===== src/design/sram_adapter_pkg.sv =====
////////////////////////////////////////////////////////////
// Bus and SRAM widths, TL-UL opcodes, blanking data and
// the payload types carried by the adapter FIFOs
////////////////////////////////////////////////////////////
`default_nettype none

package sram_adapter_pkg;

  // Bus geometry
  localparam int TlDw  = 32;
  localparam int TlDbw = TlDw / 8;
  localparam int TlAw  = 32;
  localparam int TlSzw = 2;
  localparam int TlAiw = 8;

  // SRAM geometry with two bus words per SRAM word
  localparam int SramDw    = 64;
  localparam int WidthMult = SramDw / TlDw;
  localparam int SramAw    = 10;

  // Depth of every FIFO and so the limit on unanswered requests
  localparam int Outstanding = 2;

  // A-channel opcodes
  localparam logic [2:0] OpGet        = 3'h4;
  localparam logic [2:0] OpPutFull    = 3'h0;
  localparam logic [2:0] OpPutPartial = 3'h1;

  // D-channel opcodes
  localparam logic [2:0] OpAccessAck     = 3'h0;
  localparam logic [2:0] OpAccessAckData = 3'h1;

  // Returned in place of data on a failed access
  localparam logic [TlDw-1:0] DataWhenError      = 32'hffff_ffff;
  localparam logic [TlDw-1:0] DataWhenInstrError = 32'h0bad_f00d;

  typedef enum logic {
    OpWrite = 1'b0,
    OpRead  = 1'b1
  } req_op_e;

  // Response context of one accepted request
  typedef struct packed {
    req_op_e          op;
    logic             error;
    logic             instr;
    logic [TlSzw-1:0] size;
    logic [TlAiw-1:0] source;
  } req_ctx_t;

  // Byte mask and SRAM half of one pending read
  typedef struct packed {
    logic [TlDbw-1:0]             mask;
    logic [$clog2(WidthMult)-1:0] woffset;
  } sram_rd_ctx_t;

  // Bus word returned by the SRAM with its uncorrectable flag
  typedef struct packed {
    logic [TlDw-1:0] data;
    logic            error;
  } rsp_data_t;

endpackage

`default_nettype wire


===== src/design/adapter_fifo.sv =====
////////////////////////////////////////////////////////////
// Synchronous FIFO with a typed payload and pass-through
////////////////////////////////////////////////////////////
`timescale 1ns/1ps
`default_nettype none

module adapter_fifo #(
  parameter type payload_t = logic,
  parameter bit  Pass      = 1'b0
) (
  input  logic     clk_i,
  input  logic     rst_ni,
  input  logic     wvalid_i,
  output logic     wready_o,
  input  payload_t wdata_i,
  output logic     rvalid_o,
  input  logic     rready_i,
  output payload_t rdata_o
);

  // Entry storage
  payload_t mem_q [sram_adapter_pkg::Outstanding];

  logic [$clog2(sram_adapter_pkg::Outstanding)-1:0]   wptr_q, rptr_q;
  logic [$clog2(sram_adapter_pkg::Outstanding+1)-1:0] count_q;

  logic empty, full, bypass, do_push, do_pop;

  assign empty = (count_q == '0);
  assign full  = (count_q == sram_adapter_pkg::Outstanding);

  // In pass mode an empty FIFO forwards the write side directly
  assign bypass = Pass & empty;

  assign wready_o = ~full;
  assign rvalid_o = bypass ? wvalid_i : ~empty;
  assign rdata_o  = bypass ? wdata_i : mem_q[rptr_q];

  // A bypassed entry taken in the same cycle is never stored
  assign do_push = wvalid_i & ~full & ~(bypass & rready_i);
  assign do_pop  = rready_i & ~empty;

  always_ff @(posedge clk_i) begin
    if (do_push) begin
      mem_q[wptr_q] <= wdata_i;
    end
  end

  always_ff @(posedge clk_i or negedge rst_ni) begin
    if (!rst_ni) begin
      wptr_q  <= '0;
      rptr_q  <= '0;
      count_q <= '0;
    end else begin
      if (do_push) begin
        wptr_q <= (wptr_q == sram_adapter_pkg::Outstanding - 1) ? '0 : wptr_q + 1'b1;
      end
      if (do_pop) begin
        rptr_q <= (rptr_q == sram_adapter_pkg::Outstanding - 1) ? '0 : rptr_q + 1'b1;
      end
      // Occupancy only moves when exactly one side acts
      if (do_push && !do_pop) begin
        count_q <= count_q + 1'b1;
      end else if (do_pop && !do_push) begin
        count_q <= count_q - 1'b1;
      end
    end
  end

endmodule

`default_nettype wire


===== src/design/tl_req_intake.sv =====
////////////////////////////////////////////////////////////
// A-channel intake: request checks, SRAM request and
// write lane placement, request-order context FIFO
////////////////////////////////////////////////////////////
`timescale 1ns/1ps
`default_nettype none

module tl_req_intake (
  input  logic                                  clk_i,
  input  logic                                  rst_ni,
  // A channel
  input  logic                                  a_valid_i,
  input  logic [2:0]                            a_opcode_i,
  input  logic [sram_adapter_pkg::TlSzw-1:0]    a_size_i,
  input  logic [sram_adapter_pkg::TlDbw-1:0]    a_mask_i,
  input  logic [sram_adapter_pkg::TlAw-1:0]     a_address_i,
  input  logic [sram_adapter_pkg::TlAiw-1:0]    a_source_i,
  input  logic [sram_adapter_pkg::TlDw-1:0]     a_data_i,
  input  logic                                  a_instr_i,
  output logic                                  a_ready_o,
  input  logic                                  en_ifetch_i,
  // SRAM request side
  output logic                                  req_o,
  input  logic                                  gnt_i,
  output logic                                  we_o,
  output logic [sram_adapter_pkg::SramAw-1:0]   addr_o,
  output logic [sram_adapter_pkg::SramDw-1:0]   wdata_o,
  output logic [sram_adapter_pkg::SramDw-1:0]   wmask_o,
  // Request-order context toward the response side
  output logic                                  ctx_valid_o,
  output sram_adapter_pkg::req_ctx_t            ctx_o,
  input  logic                                  ctx_pop_i,
  // Read context toward the data aligner
  output logic                                  rd_ctx_push_o,
  output sram_adapter_pkg::sram_rd_ctx_t        rd_ctx_o,
  input  logic                                  rd_ctx_ready_i
);

  logic op_err, size_err, align_err, instr_err, req_err;
  logic is_write;
  logic ctx_wready;
  logic [$clog2(sram_adapter_pkg::WidthMult)-1:0] woffset;
  sram_adapter_pkg::req_ctx_t ctx_wdata;

  // Only Get, PutFullData and PutPartialData are served
  assign is_write = (a_opcode_i == sram_adapter_pkg::OpPutFull) ||
                    (a_opcode_i == sram_adapter_pkg::OpPutPartial);
  assign op_err   = ~is_write & (a_opcode_i != sram_adapter_pkg::OpGet);

  // Accesses wider than one bus word are not allowed
  assign size_err = (a_size_i > 2'd2);

  // Address must be aligned to the access size
  always_comb begin
    case (a_size_i)
      2'd1:    align_err = a_address_i[0];
      2'd2:    align_err = |a_address_i[1:0];
      default: align_err = 1'b0;
    endcase
  end

  // Fetch is refused while instruction fetch is disabled
  assign instr_err = a_instr_i & ~en_ifetch_i;

  assign req_err = op_err | size_err | align_err | instr_err;

  // Both context FIFOs need room before anything goes out
  assign req_o     = a_valid_i & ~req_err & ctx_wready & rd_ctx_ready_i;
  // Errored requests complete here without waiting for a grant
  assign a_ready_o = ctx_wready & rd_ctx_ready_i & (req_err | gnt_i);

  assign we_o   = is_write;
  // Bits 12:3 pick the SRAM word and bit 2 picks its half
  assign addr_o = a_address_i[$clog2(sram_adapter_pkg::SramDw / 8) +: sram_adapter_pkg::SramAw];
  assign woffset = a_address_i[$clog2(sram_adapter_pkg::TlDbw) +:
                               $clog2(sram_adapter_pkg::WidthMult)];

  // Place mask and data into the addressed half and leave other bytes zero
  always_comb begin
    wmask_o = '0;
    wdata_o = '0;
    for (int b = 0; b < sram_adapter_pkg::TlDbw; b++) begin
      wmask_o[woffset*sram_adapter_pkg::TlDw + 8*b +: 8] = {8{a_mask_i[b]}};
      wdata_o[woffset*sram_adapter_pkg::TlDw + 8*b +: 8] =
        a_mask_i[b] ? a_data_i[8*b +: 8] : 8'h00;
    end
  end

  // Unsupported opcodes are answered as writes with AccessAck
  assign ctx_wdata = '{
    op:     (a_opcode_i == sram_adapter_pkg::OpGet) ? sram_adapter_pkg::OpRead
                                                    : sram_adapter_pkg::OpWrite,
    error:  req_err,
    instr:  a_instr_i,
    size:   a_size_i,
    source: a_source_i
  };

  // Read context only for reads the SRAM actually took
  assign rd_ctx_push_o = req_o & gnt_i & ~is_write;
  assign rd_ctx_o      = '{mask: a_mask_i, woffset: woffset};

  // One entry per accepted request until its response completes
  adapter_fifo #(
    .payload_t (sram_adapter_pkg::req_ctx_t),
    .Pass      (1'b0)
  ) u_req_fifo (
    .clk_i    (clk_i),
    .rst_ni   (rst_ni),
    .wvalid_i (a_valid_i & a_ready_o),
    .wready_o (ctx_wready),
    .wdata_i  (ctx_wdata),
    .rvalid_o (ctx_valid_o),
    .rready_i (ctx_pop_i),
    .rdata_o  (ctx_o)
  );

endmodule

`default_nettype wire


===== src/design/sram_rdata_align.sv =====
////////////////////////////////////////////////////////////
// Read data path: pending read contexts, half select,
// byte masking and the pass-through response data FIFO
////////////////////////////////////////////////////////////
`timescale 1ns/1ps
`default_nettype none

module sram_rdata_align (
  input  logic                                clk_i,
  input  logic                                rst_ni,
  // Read context from the intake side
  input  logic                                rd_ctx_push_i,
  input  sram_adapter_pkg::sram_rd_ctx_t      rd_ctx_i,
  output logic                                rd_ctx_ready_o,
  // SRAM read return
  input  logic [sram_adapter_pkg::SramDw-1:0] rdata_i,
  input  logic                                rvalid_i,
  input  logic                                rerror_i,
  // Response data toward the D channel
  output logic                                rsp_valid_o,
  output sram_adapter_pkg::rsp_data_t         rsp_o,
  input  logic                                rsp_pop_i
);

  logic rd_ctx_valid;
  logic rsp_wvalid;
  sram_adapter_pkg::sram_rd_ctx_t rd_ctx_head;
  sram_adapter_pkg::rsp_data_t    rsp_wdata;
  logic [sram_adapter_pkg::TlDw-1:0] word_sel, byte_mask;

  // Context of each granted read until its data returns
  adapter_fifo #(
    .payload_t (sram_adapter_pkg::sram_rd_ctx_t),
    .Pass      (1'b0)
  ) u_rd_ctx_fifo (
    .clk_i    (clk_i),
    .rst_ni   (rst_ni),
    .wvalid_i (rd_ctx_push_i),
    .wready_o (rd_ctx_ready_o),
    .wdata_i  (rd_ctx_i),
    .rvalid_o (rd_ctx_valid),
    .rready_i (rvalid_i),
    .rdata_o  (rd_ctx_head)
  );

  // Pick the bus word out of the SRAM word
  assign word_sel = rdata_i[rd_ctx_head.woffset*sram_adapter_pkg::TlDw +: sram_adapter_pkg::TlDw];

  // Expand byte mask to bit mask
  always_comb begin
    byte_mask = '0;
    for (int b = 0; b < sram_adapter_pkg::TlDbw; b++) begin
      byte_mask[8*b +: 8] = {8{rd_ctx_head.mask[b]}};
    end
  end

  assign rsp_wvalid = rvalid_i & rd_ctx_valid;
  assign rsp_wdata  = '{data: word_sel & byte_mask, error: rerror_i};

  // The SRAM has no back-pressure and Outstanding bounds the occupancy
  // so the write side is always ready when data returns
  adapter_fifo #(
    .payload_t (sram_adapter_pkg::rsp_data_t),
    .Pass      (1'b1)
  ) u_rsp_fifo (
    .clk_i    (clk_i),
    .rst_ni   (rst_ni),
    .wvalid_i (rsp_wvalid),
    .wready_o (),
    .wdata_i  (rsp_wdata),
    .rvalid_o (rsp_valid_o),
    .rready_i (rsp_pop_i),
    .rdata_o  (rsp_o)
  );

endmodule

`default_nettype wire


===== src/design/tl_rsp_gen.sv =====
////////////////////////////////////////////////////////////
// D-channel response assembly, error blanking, FIFO pops
////////////////////////////////////////////////////////////
`timescale 1ns/1ps
`default_nettype none

module tl_rsp_gen (
  // Request context head
  input  logic                                 ctx_valid_i,
  input  sram_adapter_pkg::req_ctx_t           ctx_i,
  output logic                                 ctx_pop_o,
  // Read data head
  input  logic                                 rsp_valid_i,
  input  sram_adapter_pkg::rsp_data_t          rsp_i,
  output logic                                 rsp_pop_o,
  // D channel
  output logic                                 d_valid_o,
  output logic [2:0]                           d_opcode_o,
  output logic [sram_adapter_pkg::TlSzw-1:0]   d_size_o,
  output logic [sram_adapter_pkg::TlAiw-1:0]   d_source_o,
  output logic [sram_adapter_pkg::TlDw-1:0]    d_data_o,
  output logic                                 d_error_o,
  input  logic                                 d_ready_i
);

  logic is_read, is_rd_op, rsp_err;
  logic [sram_adapter_pkg::TlDw-1:0] blank_data;

  assign is_rd_op = (ctx_i.op == sram_adapter_pkg::OpRead);

  // Errored reads never reached the SRAM, so no data is awaited
  assign is_read = is_rd_op & ~ctx_i.error;

  // Writes and errors respond at once while reads wait for data
  assign d_valid_o = ctx_valid_i & (~is_read | rsp_valid_i);

  assign rsp_err = ctx_i.error | (is_read & rsp_i.error);

  // Blanking depends on whether the access was a fetch
  assign blank_data = ctx_i.instr ? sram_adapter_pkg::DataWhenInstrError
                                  : sram_adapter_pkg::DataWhenError;

  // Outputs stay quiet while no response is presented
  always_comb begin
    d_opcode_o = sram_adapter_pkg::OpAccessAckData;
    d_size_o   = '0;
    d_source_o = '0;
    d_error_o  = 1'b0;
    d_data_o   = '0;
    if (d_valid_o) begin
      d_opcode_o = is_rd_op ? sram_adapter_pkg::OpAccessAckData
                            : sram_adapter_pkg::OpAccessAck;
      d_size_o   = ctx_i.size;
      d_source_o = ctx_i.source;
      d_error_o  = rsp_err;
      if (rsp_err) begin
        d_data_o = blank_data;
      end else if (is_read) begin
        d_data_o = rsp_i.data;
      end
      // Plain write acknowledge returns zero data
    end
  end

  // Context and read data retire together on the D handshake
  assign ctx_pop_o = d_valid_o & d_ready_i;
  assign rsp_pop_o = ctx_pop_o & is_read;

endmodule

`default_nettype wire


===== src/design/tlul_sram_adapter.sv =====
////////////////////////////////////////////////////////////
// TL-UL to SRAM adapter top, intake, read data alignment
// and response generation
////////////////////////////////////////////////////////////
`timescale 1ns/1ps
`default_nettype none

module tlul_sram_adapter (
  input  logic                                clk_i,
  input  logic                                rst_ni,
  // A channel
  input  logic                                a_valid_i,
  input  logic [2:0]                          a_opcode_i,
  input  logic [sram_adapter_pkg::TlSzw-1:0]  a_size_i,
  input  logic [sram_adapter_pkg::TlDbw-1:0]  a_mask_i,
  input  logic [sram_adapter_pkg::TlAw-1:0]   a_address_i,
  input  logic [sram_adapter_pkg::TlAiw-1:0]  a_source_i,
  input  logic [sram_adapter_pkg::TlDw-1:0]   a_data_i,
  input  logic                                a_instr_i,
  output logic                                a_ready_o,
  // D channel
  output logic                                d_valid_o,
  output logic [2:0]                          d_opcode_o,
  output logic [sram_adapter_pkg::TlSzw-1:0]  d_size_o,
  output logic [sram_adapter_pkg::TlAiw-1:0]  d_source_o,
  output logic [sram_adapter_pkg::TlDw-1:0]   d_data_o,
  output logic                                d_error_o,
  input  logic                                d_ready_i,
  // Fetch enable
  input  logic                                en_ifetch_i,
  // SRAM
  output logic                                req_o,
  input  logic                                gnt_i,
  output logic                                we_o,
  output logic [sram_adapter_pkg::SramAw-1:0] addr_o,
  output logic [sram_adapter_pkg::SramDw-1:0] wdata_o,
  output logic [sram_adapter_pkg::SramDw-1:0] wmask_o,
  input  logic [sram_adapter_pkg::SramDw-1:0] rdata_i,
  input  logic                                rvalid_i,
  input  logic                                rerror_i
);

  // Request order context
  logic                           ctx_valid, ctx_pop;
  sram_adapter_pkg::req_ctx_t     ctx;
  // Pending read context
  logic                           rd_ctx_push, rd_ctx_ready;
  sram_adapter_pkg::sram_rd_ctx_t rd_ctx;
  // Aligned read data
  logic                           rsp_valid, rsp_pop;
  sram_adapter_pkg::rsp_data_t    rsp;

  tl_req_intake u_intake (
    .clk_i          (clk_i),
    .rst_ni         (rst_ni),
    .a_valid_i      (a_valid_i),
    .a_opcode_i     (a_opcode_i),
    .a_size_i       (a_size_i),
    .a_mask_i       (a_mask_i),
    .a_address_i    (a_address_i),
    .a_source_i     (a_source_i),
    .a_data_i       (a_data_i),
    .a_instr_i      (a_instr_i),
    .a_ready_o      (a_ready_o),
    .en_ifetch_i    (en_ifetch_i),
    .req_o          (req_o),
    .gnt_i          (gnt_i),
    .we_o           (we_o),
    .addr_o         (addr_o),
    .wdata_o        (wdata_o),
    .wmask_o        (wmask_o),
    .ctx_valid_o    (ctx_valid),
    .ctx_o          (ctx),
    .ctx_pop_i      (ctx_pop),
    .rd_ctx_push_o  (rd_ctx_push),
    .rd_ctx_o       (rd_ctx),
    .rd_ctx_ready_i (rd_ctx_ready)
  );

  sram_rdata_align u_align (
    .clk_i          (clk_i),
    .rst_ni         (rst_ni),
    .rd_ctx_push_i  (rd_ctx_push),
    .rd_ctx_i       (rd_ctx),
    .rd_ctx_ready_o (rd_ctx_ready),
    .rdata_i        (rdata_i),
    .rvalid_i       (rvalid_i),
    .rerror_i       (rerror_i),
    .rsp_valid_o    (rsp_valid),
    .rsp_o          (rsp),
    .rsp_pop_i      (rsp_pop)
  );

  tl_rsp_gen u_rsp_gen (
    .ctx_valid_i (ctx_valid),
    .ctx_i       (ctx),
    .ctx_pop_o   (ctx_pop),
    .rsp_valid_i (rsp_valid),
    .rsp_i       (rsp),
    .rsp_pop_o   (rsp_pop),
    .d_valid_o   (d_valid_o),
    .d_opcode_o  (d_opcode_o),
    .d_size_o    (d_size_o),
    .d_source_o  (d_source_o),
    .d_data_o    (d_data_o),
    .d_error_o   (d_error_o),
    .d_ready_i   (d_ready_i)
  );

endmodule

`default_nettype wire


===== config.mk =====
export PLATFORM = sky130hd
export DESIGN_NAME = tlul_sram_adapter
export DESIGN_NICKNAME = d
export VERILOG_FILES = /design/src/design/sram_adapter_pkg.sv /design/src/design/adapter_fifo.sv /design/src/design/tl_req_intake.sv /design/src/design/sram_rdata_align.sv /design/src/design/tl_rsp_gen.sv /design/src/design/tlul_sram_adapter.sv
export SDC_FILE = /design/constraint.sdc
export NUM_CORES = 1
export LEC_CHECK = 0
export BUFFER_PORTS_ARGS = -buffer_cell sky130_fd_sc_hd__buf_4
export CELL_PAD_IN_SITES_DETAIL_PLACEMENT = 1
export CELL_PAD_IN_SITES_GLOBAL_PLACEMENT = 2
export CORE_MARGIN = 3
export CORE_UTILIZATION = 25
export DETAILED_ROUTE_END_ITERATION = 10
export PLACE_DENSITY_LB_ADDON = 0.1
export SLEW_MARGIN = 20
export SYNTH_ARGS = -nofsm -noshare
export SYNTH_HDL_FRONTEND = slang
export SYNTH_HIERARCHICAL = 1
export SYNTH_SLANG_ARGS = --single-unit
export TNS_END_PERCENT = 50

===== constraint.sdc =====
create_clock -name clk_i -period 3.7 [get_ports clk_i]
set_input_delay 0 -clock clk_i [delete_from_list [all_inputs] [get_ports clk_i]]
set_output_delay 0 -clock clk_i [all_outputs]
set_load 0.02 [all_outputs]

==> results of run 1 <==
## final cells by class
type / instances / area share, %
Sequential cell: 114 / 34.1
Clock buffer: 17 / 4.31
Inverter: 8 / 0.304
Timing Repair Buffer: 330 / 25.7
Tap cell: 378 / 4.79
Clock inverter: 15 / 1.48
Multi-Input combinational cell: 385 / 29.3
Antenna cell: 1 / 0.0253
## layer usage
metal	global-route usage [%]	vias up
met5	0	-
li1	-	2620
met2	26.5	199
met4	3.36	0
met3	3.89	25
met1	16.6	2659
## power by group
group / switching, mW / leakage (nW) / total [mW] / internal [mW]
Sequential: 0.138 / 1.09 / 1.96 / 1.82
Clock: 0.613 / 0.276 / 1.55 / 0.937
Combinational: 2.46 / 3.00 / 4.11 / 1.65
Total: 3.21 / 4.36 / 7.62 / 4.41
## per-stage QoR
stage / area [µm²] / util, % / cells / total power, mW
floorplan: 7120 / - / 620 / 4.82
global placement: 9100 / 32.6 / 1195 / 6.08
detailed placement: 9100 / 32.6 / 1195 / 6.15
CTS: 9870 / 35.3 / 1247 / 7.76
global route: 9880 / 35.4 / 1248 / 8.14
finish: 9880 / 35.4 / 1248 / 7.62
## worst max path at each step
stage,cells past startpoint,startpoint,slack (ns),endpoint
2_1_floorplan,7,u_align/u_rd_ctx_fifo/count_q[1],0.17,u_align/u_rsp_fifo/mem_q[0][0]
3_3_place_gp,8,u_align/u_rd_ctx_fifo/count_q[1],0.82,u_align/u_rsp_fifo/mem_q[1][22]
3_5_place_dp,8,u_align/u_rd_ctx_fifo/count_q[1],0.79,u_align/u_rsp_fifo/mem_q[1][21]
4_1_cts,5,u_align/u_rsp_fifo/count_q[0],0.53,d_data_o[8]
5_1_grt,5,u_align/u_rsp_fifo/count_q[0],0.41,d_data_o[3]
6_report,5,u_align/u_rsp_fifo/count_q[0],0.65,d_data_o[3]
## registers in the layout (all words and copies together), names as in the netlist
register                       cells
u_align/u_rsp_fifo/wptr_q          1
u_align/u_rd_ctx_fifo/wptr_q       1
u_align/u_rsp_fifo/mem_q          66
u_intake/u_req_fifo/count_q        2
u_intake/u_req_fifo/wptr_q         1
u_align/u_rd_ctx_fifo/count_q      2
u_intake/u_req_fifo/mem_q         26
u_align/u_rd_ctx_fifo/mem_q       10
u_align/u_rsp_fifo/rptr_q          1
u_align/u_rsp_fifo/count_q         2
u_align/u_rd_ctx_fifo/rptr_q       1
u_intake/u_req_fifo/rptr_q         1
## timing repair
action / CTS / global route
hold endpoints to repair: 47 / 0
hold buffers: 20 / 0
resized for setup: 0 / 0
==> results.sh, run 1 <==
export IMPL_outcome="finished, final reports clean"
export IMPL_drive_above_1_share_pct=45.8
export IMPL_slew_headroom_pct=37.0
export IMPL_dr_first_iter_drc_count=191
export IMPL_final_cell_mix="309 x buf_4, 102 x edfxtp_1, 65 x mux2i_1"
export IMPL_detailroute_via_count=5503
export IMPL_wirelength_um=22300
export IMPL_cts_tree="built"
export IMPL_tns_ns=0
export IMPL_cts_htree_levels=4
export IMPL_wl_met3_um=1380
export IMPL_grt_total_usage_pct=14.4
export IMPL_port_buffers=300
export IMPL_cts_setup_buffers=0
export IMPL_rr_endpoint="u_align/u_rsp_fifo/mem_q[0][32]"
export IMPL_synthToLayoutAreaGrowth_pct=38.8
export IMPL_grt_pass1_vias=6009
export IMPL_tightest_slew_ns=0.943
export IMPL_crit_arrival_ns=3.05
export IMPL_drt_first_pass_iters=4
export IMPL_grt_antenna_before_repair=1
export IMPL_gp_congestion=0.808
export IMPL_wl_per_cell_um=17.9
export IMPL_p_leak_nw=4.36
export IMPL_final_nets=1016
export IMPL_max_clock_path_buffers=2
export IMPL_crit_path_max_fanout=33
export IMPL_rsz0062_at_grt="false"
export IMPL_setup_violations_final=0
export IMPL_crit_chain="or2_2 -> a21oi_1 -> a31oi_2 -> o2bb2ai_1 -> buf_4"
export IMPL_die_y_um=175
export IMPL_highest_layer="met4"
export IMPL_worstSetupPathType="reg2out"
export IMPL_cts_inserted_buffers=17
export IMPL_dpl_worst_slack_ns=0.793
export IMPL_timing_hold_ws_ns=0.00000883
export IMPL_viasPerCell=4.41
export IMPL_hold_depth=0
export IMPL_finClkSkew_ns=0.00851
export IMPL_ant_nets=0
export IMPL_syn_avg_cell_area_um2=11.5
export IMPL_min_from="a_address_i[5]"
export IMPL_grt_pass1_wl_um=34700
export IMPL_ff2ff_path_depth=8
export IMPL_grt_max_degree=43
export IMPL_m1WireLength_um=8850
export IMPL_critPathBufInv=1
export IMPL_multi_input_area_um2=2900
export IMPL_slowest_delay_ns=0.86
export IMPL_critPathSlowestCell="a31oi_2"
export IMPL_cts_root_buffer="clkbuf_16"
export IMPL_grt_overflow_total=0
export IMPL_clkLatencyLatePin_ns=0.41
export IMPL_layout_setup_ws_ns=0.650
export IMPL_die_x_um=175
export IMPL_dr_wl_met2_um=11800
export IMPL_synthCells=619
export IMPL_crit_family="compound AO/OA/AOI/OAI gates"
export IMPL_hold_path_class="in2out"
export IMPL_die_area_um2=30500
export IMPL_slew_violations=0
export IMPL_dpl_hpwl_um=16600
export IMPL_setup_worst_path_end_class="output pin"
export IMPL_worst_setup_path_start_kind="register"
export IMPL_final_min_period_over_clock_period_pct=82.4
export IMPL_core_um2=27900
export IMPL_netlist_area_um2=7120
export IMPL_fillerInstances=3158
export IMPL_num_rows=61
export IMPL_max_freq_mhz=328
export IMPL_worstHoldEndpoint="addr_o[2]"
export IMPL_yosysWarnings=6
export IMPL_p_per_area_nw_per_um2=771
export IMPL_timing_rr_start="u_align/u_rd_ctx_fifo/count_q[1]"
export IMPL_drcViolationCount=0
export IMPL_finalHoldViolCount=0
export IMPL_r2r_slack_ns=0.79
export IMPL_final_common_cell="buf_4"
export IMPL_crit_required_ns=3.70
export IMPL_period_minus_slack_ns=3.05
export IMPL_io_pins=342
export IMPL_cts_clk_slew_worst_paths_ns=0.05
export IMPL_start_util_pct=25.5
export IMPL_maxCapViolations=0
export IMPL_ir_worst_vdd_mv=0.262
export IMPL_cts_sinks=114
export IMPL_seq_area_um2=3360
Power figures use the tool's default switching activity.
==> run 2, diff against run 1 <==
- ABC_AREA: unset -> 1
- CORE_UTILIZATION: 25 -> 23
- clock period: 3.7 -> 2.4 ns (I/O delays scaled with it)
==> results.sh, run 2 <==
export IMPL_cts_clk_slew_worst_paths_ns=0.06
export IMPL_worstSetupPathType="reg2out"
export IMPL_wl_per_cell_um=15.7
export IMPL_fillerInstances=3895
export IMPL_timing_hold_ws_ns=-0.0164
export IMPL_yosysWarnings=6
export IMPL_r2r_slack_ns=0.18
export IMPL_max_clock_path_buffers=2
export IMPL_slew_violations=0
export IMPL_violations="negative hold slack"
export IMPL_core_um2=32100
export IMPL_synthCells=1003
export IMPL_crit_arrival_ns=2.25
export IMPL_slew_headroom_pct=50.3
export IMPL_start_util_pct=23.7
export IMPL_final_common_cell="buf_4"
export IMPL_grt_pass1_wl_um=40500
export IMPL_num_rows=65
export IMPL_drive_above_1_share_pct=35.1
export IMPL_die_y_um=188
export IMPL_instances_no_fill=1735
export IMPL_die_area_um2=35300
export IMPL_rr_endpoint="u_align/u_rsp_fifo/count_q[1]"
export IMPL_p_leak_nw=5.84
export IMPL_crit_chain="inv_2 -> nand2_2 -> nand2_1 -> inv_1 -> or2_2 -> inv_1 -> nand3_4 -> nand2_2 -> buf_12 -> inv_1 -> nand2_1 -> buf_4"
export IMPL_yosys_top_cells_area="edfxtp_1 40%, nand2_1 16%, inv_1 8.1%"
export IMPL_synth_edff_count=102
export IMPL_final_nets=1447
export IMPL_finClkSkew_ns=0.00877
export IMPL_critPathSlowestCell="dfrtp_1"
export IMPL_final_cell_mix="317 x buf_4, 308 x nand2_1, 164 x inv_1"
export IMPL_crit_path_max_fanout=14
export IMPL_dr_first_iter_drc_count=209
export IMPL_setup_worst_path_end_class="output pin"
export IMPL_wirelength_um=27300
export IMPL_reg_top3="u_align/u_rsp_fifo/mem_q (66), u_intake/u_req_fifo/mem_q (26), u_align/u_rd_ctx_fifo/mem_q (10)"
export IMPL_drcViolationCount=0
export IMPL_synth_async_reset_ratio_pct=10.5
export IMPL_viasPerCell=3.99
export IMPL_grt_pass1_vias=7231
export IMPL_placed_cells=1646
export IMPL_tightest_slew_ns=0.743
export IMPL_timing_rr_start="u_align/u_rd_ctx_fifo/count_q[1]"
export IMPL_ir_worst_vdd_mv=0.496
export IMPL_p_per_area_nw_per_um2=1240
export IMPL_grt_total_usage_pct=14.5
export IMPL_finalHoldViolCount=8
export IMPL_finalPower_mw=14.0
export IMPL_min_from="rdata_i[17]"
export IMPL_use_met3_pct=4.54
export IMPL_setup_violations_final=0
export IMPL_cts_sinks=114
export IMPL_worst_path_most_repeated_cell="inv_1"
export IMPL_cts_tree="built"
export IMPL_worstHoldEndpoint="u_align/u_rsp_fifo/mem_q[0][18]"
export IMPL_ys_flop_type="edfxtp_1"
export IMPL_grt_max_degree=59
export IMPL_maxCapViolations=0
export IMPL_grt_antenna_before_repair=0
export IMPL_drt_first_pass_iters=4
export IMPL_outcome="finished, violations left"
export IMPL_grt_overflow_total=0
export IMPL_cts_root_buffer="clkbuf_16"
export IMPL_cts_inserted_buffers=17
export IMPL_hold_path_class="in2reg"
export IMPL_yosysMostFrequentCell="nand2_1"
export IMPL_final_area_um2=11300
export IMPL_largest_reg_flops=66
export IMPL_io_pins=342
export IMPL_netlist_area_um2=7610
export IMPL_rsz0062_at_grt="true"
export IMPL_synth_area_leader_cell="edfxtp_1"
export IMPL_ys_types=31
export IMPL_diodes=0
export IMPL_crit_required_ns=2.40
export IMPL_ff2ff_path_depth=15
export IMPL_ys_ff_latch=114
export IMPL_clkLatencyLatePin_ns=0.41
export IMPL_worst_setup_path_start_kind="register"
export IMPL_port_buffers=300
export IMPL_ys_top_cells_by_count="322 x nand2_1, 165 x inv_1, 160 x nor2_1, 102 x edfxtp_1, 75 x buf_4"
export IMPL_ant_nets=0
export IMPL_grtUsageMet1_pct=17.7
export IMPL_gp_congestion=0.699
export IMPL_synthToLayoutAreaGrowth_pct=48.4
export IMPL_period_minus_slack_ns=2.25
export IMPL_hold_depth=3
export IMPL_largest_register="u_align/u_rsp_fifo/mem_q"
export IMPL_final_min_period_over_clock_period_pct=93.9
export IMPL_dpl_hpwl_um=20100
export IMPL_detailroute_via_count=6922
export IMPL_top_usage_layer="met2"
export IMPL_gr_usage_met2_pct=24.9
export IMPL_syn_avg_cell_area_um2=7.59
export IMPL_netlist_area_leader_share_pct=40.2
export IMPL_cts_htree_levels=4
export IMPL_max_freq_mhz=444
export IMPL_slowest_delay_ns=0.43
export IMPL_die_x_um=188
export IMPL_synth_seq_area_share_pct=44.2
export IMPL_dpl_instance_area_um2=9760
run 2: layer usage:
layer / vias up / wire (µm)
li1: 3543 / -
met1: 3160 / 12200
met2: 193 / 13200
met3: 26 / 1700
met4: 0 / 283
met5: - / 0
run 2: area by class of cell:
cell class | instances | area, µm² | share of cell area [%]
Tap cell | 435 | 544 | 4.82
Multi-Input combinational cell | 602 | 2990 | 26.5
Sequential cell | 114 | 3360 | 29.8
Clock inverter | 14 | 186 | 1.65
Timing Repair Buffer | 377 | 3110 | 27.6
Clock buffer | 18 | 429 | 3.80
Inverter | 175 | 669 | 5.92
run 2: stage by stage:
step | utilization, % | worst slack [ns] | setup TNS, ns
finish | 35.2 | 0.147 | 0
global placement | 30.4 | 0.185 | 0
floorplan | - | -0.0437 | -1.44
global route | 35.2 | -0.0180 | -0.0449
detailed placement | 30.4 | 0.175 | 0
CTS | 33.4 | -0.00624 | -0.00624
run 2: cell families (layout without fill, tap and decap cells):
| logic type | after synthesis | count (layout) | synth area share (%) |
|---|---|---|---|
| buffers and inverters | 289 | 584 | 20.4 |
| XOR/XNOR | 5 | 5 | 0.674 |
| AO/OA/AOI/OAI | 35 | 35 | 3.42 |
| flip-flops | 114 | 114 | 44.2 |
| adder cells (fa/ha/maj) | 6 | 6 | 0.986 |
| other | 1 | 2 | 0.0492 |
| AND/OR/NAND/NOR | 553 | 554 | 30.3 |
run 2: critical path, delay by kind of cell, from the launching register on:
kind / cells / cell delay (ns)
and+or+nand+nor: 6 / 0.75
buffers and inverters: 6 / 0.63
DFF: 1 / 0.43
run 2: where the power goes:
group | internal [mW] | switching, mW | leakage (nW)
logic | 3.09 | 5.24 | 4.45
clock network | 1.73 | 0.901 | 0.292
registers | 2.87 | 0.175 | 1.09
total | 7.69 | 6.31 | 5.84
run 2: timing repair:
action / 4_1_cts / 5_1_grt
cloned: 0 / 6
gates resized for setup: 24 / 68
pin swaps: 3 / 22
endpoints found under the hold margin: 63 / 24
endpoints found under the setup margin: 33 / 46
hold buffers: 29 / 13
buffers inserted: 0 / 9
run 2: how the worst max path moves through the flow:
stage,cells past startpoint,slack (ns),from,end
floorplan,13,-0.04,u_intake/u_req_fifo/rptr_q,u_align/u_rsp_fifo/mem_q[0][0]
global placement,15,0.19,u_align/u_rd_ctx_fifo/count_q[0],u_align/u_rsp_fifo/count_q[1]
detailed placement,15,0.18,u_align/u_rd_ctx_fifo/count_q[0],u_align/u_rsp_fifo/count_q[1]
CTS,14,-0.006,u_align/u_rd_ctx_fifo/rptr_q,d_data_o[4]
global route,12,-0.02,u_align/u_rd_ctx_fifo/count_q[1],d_opcode_o[0]
finish,12,0.15,u_align/u_rd_ctx_fifo/count_q[1],d_opcode_o[0]
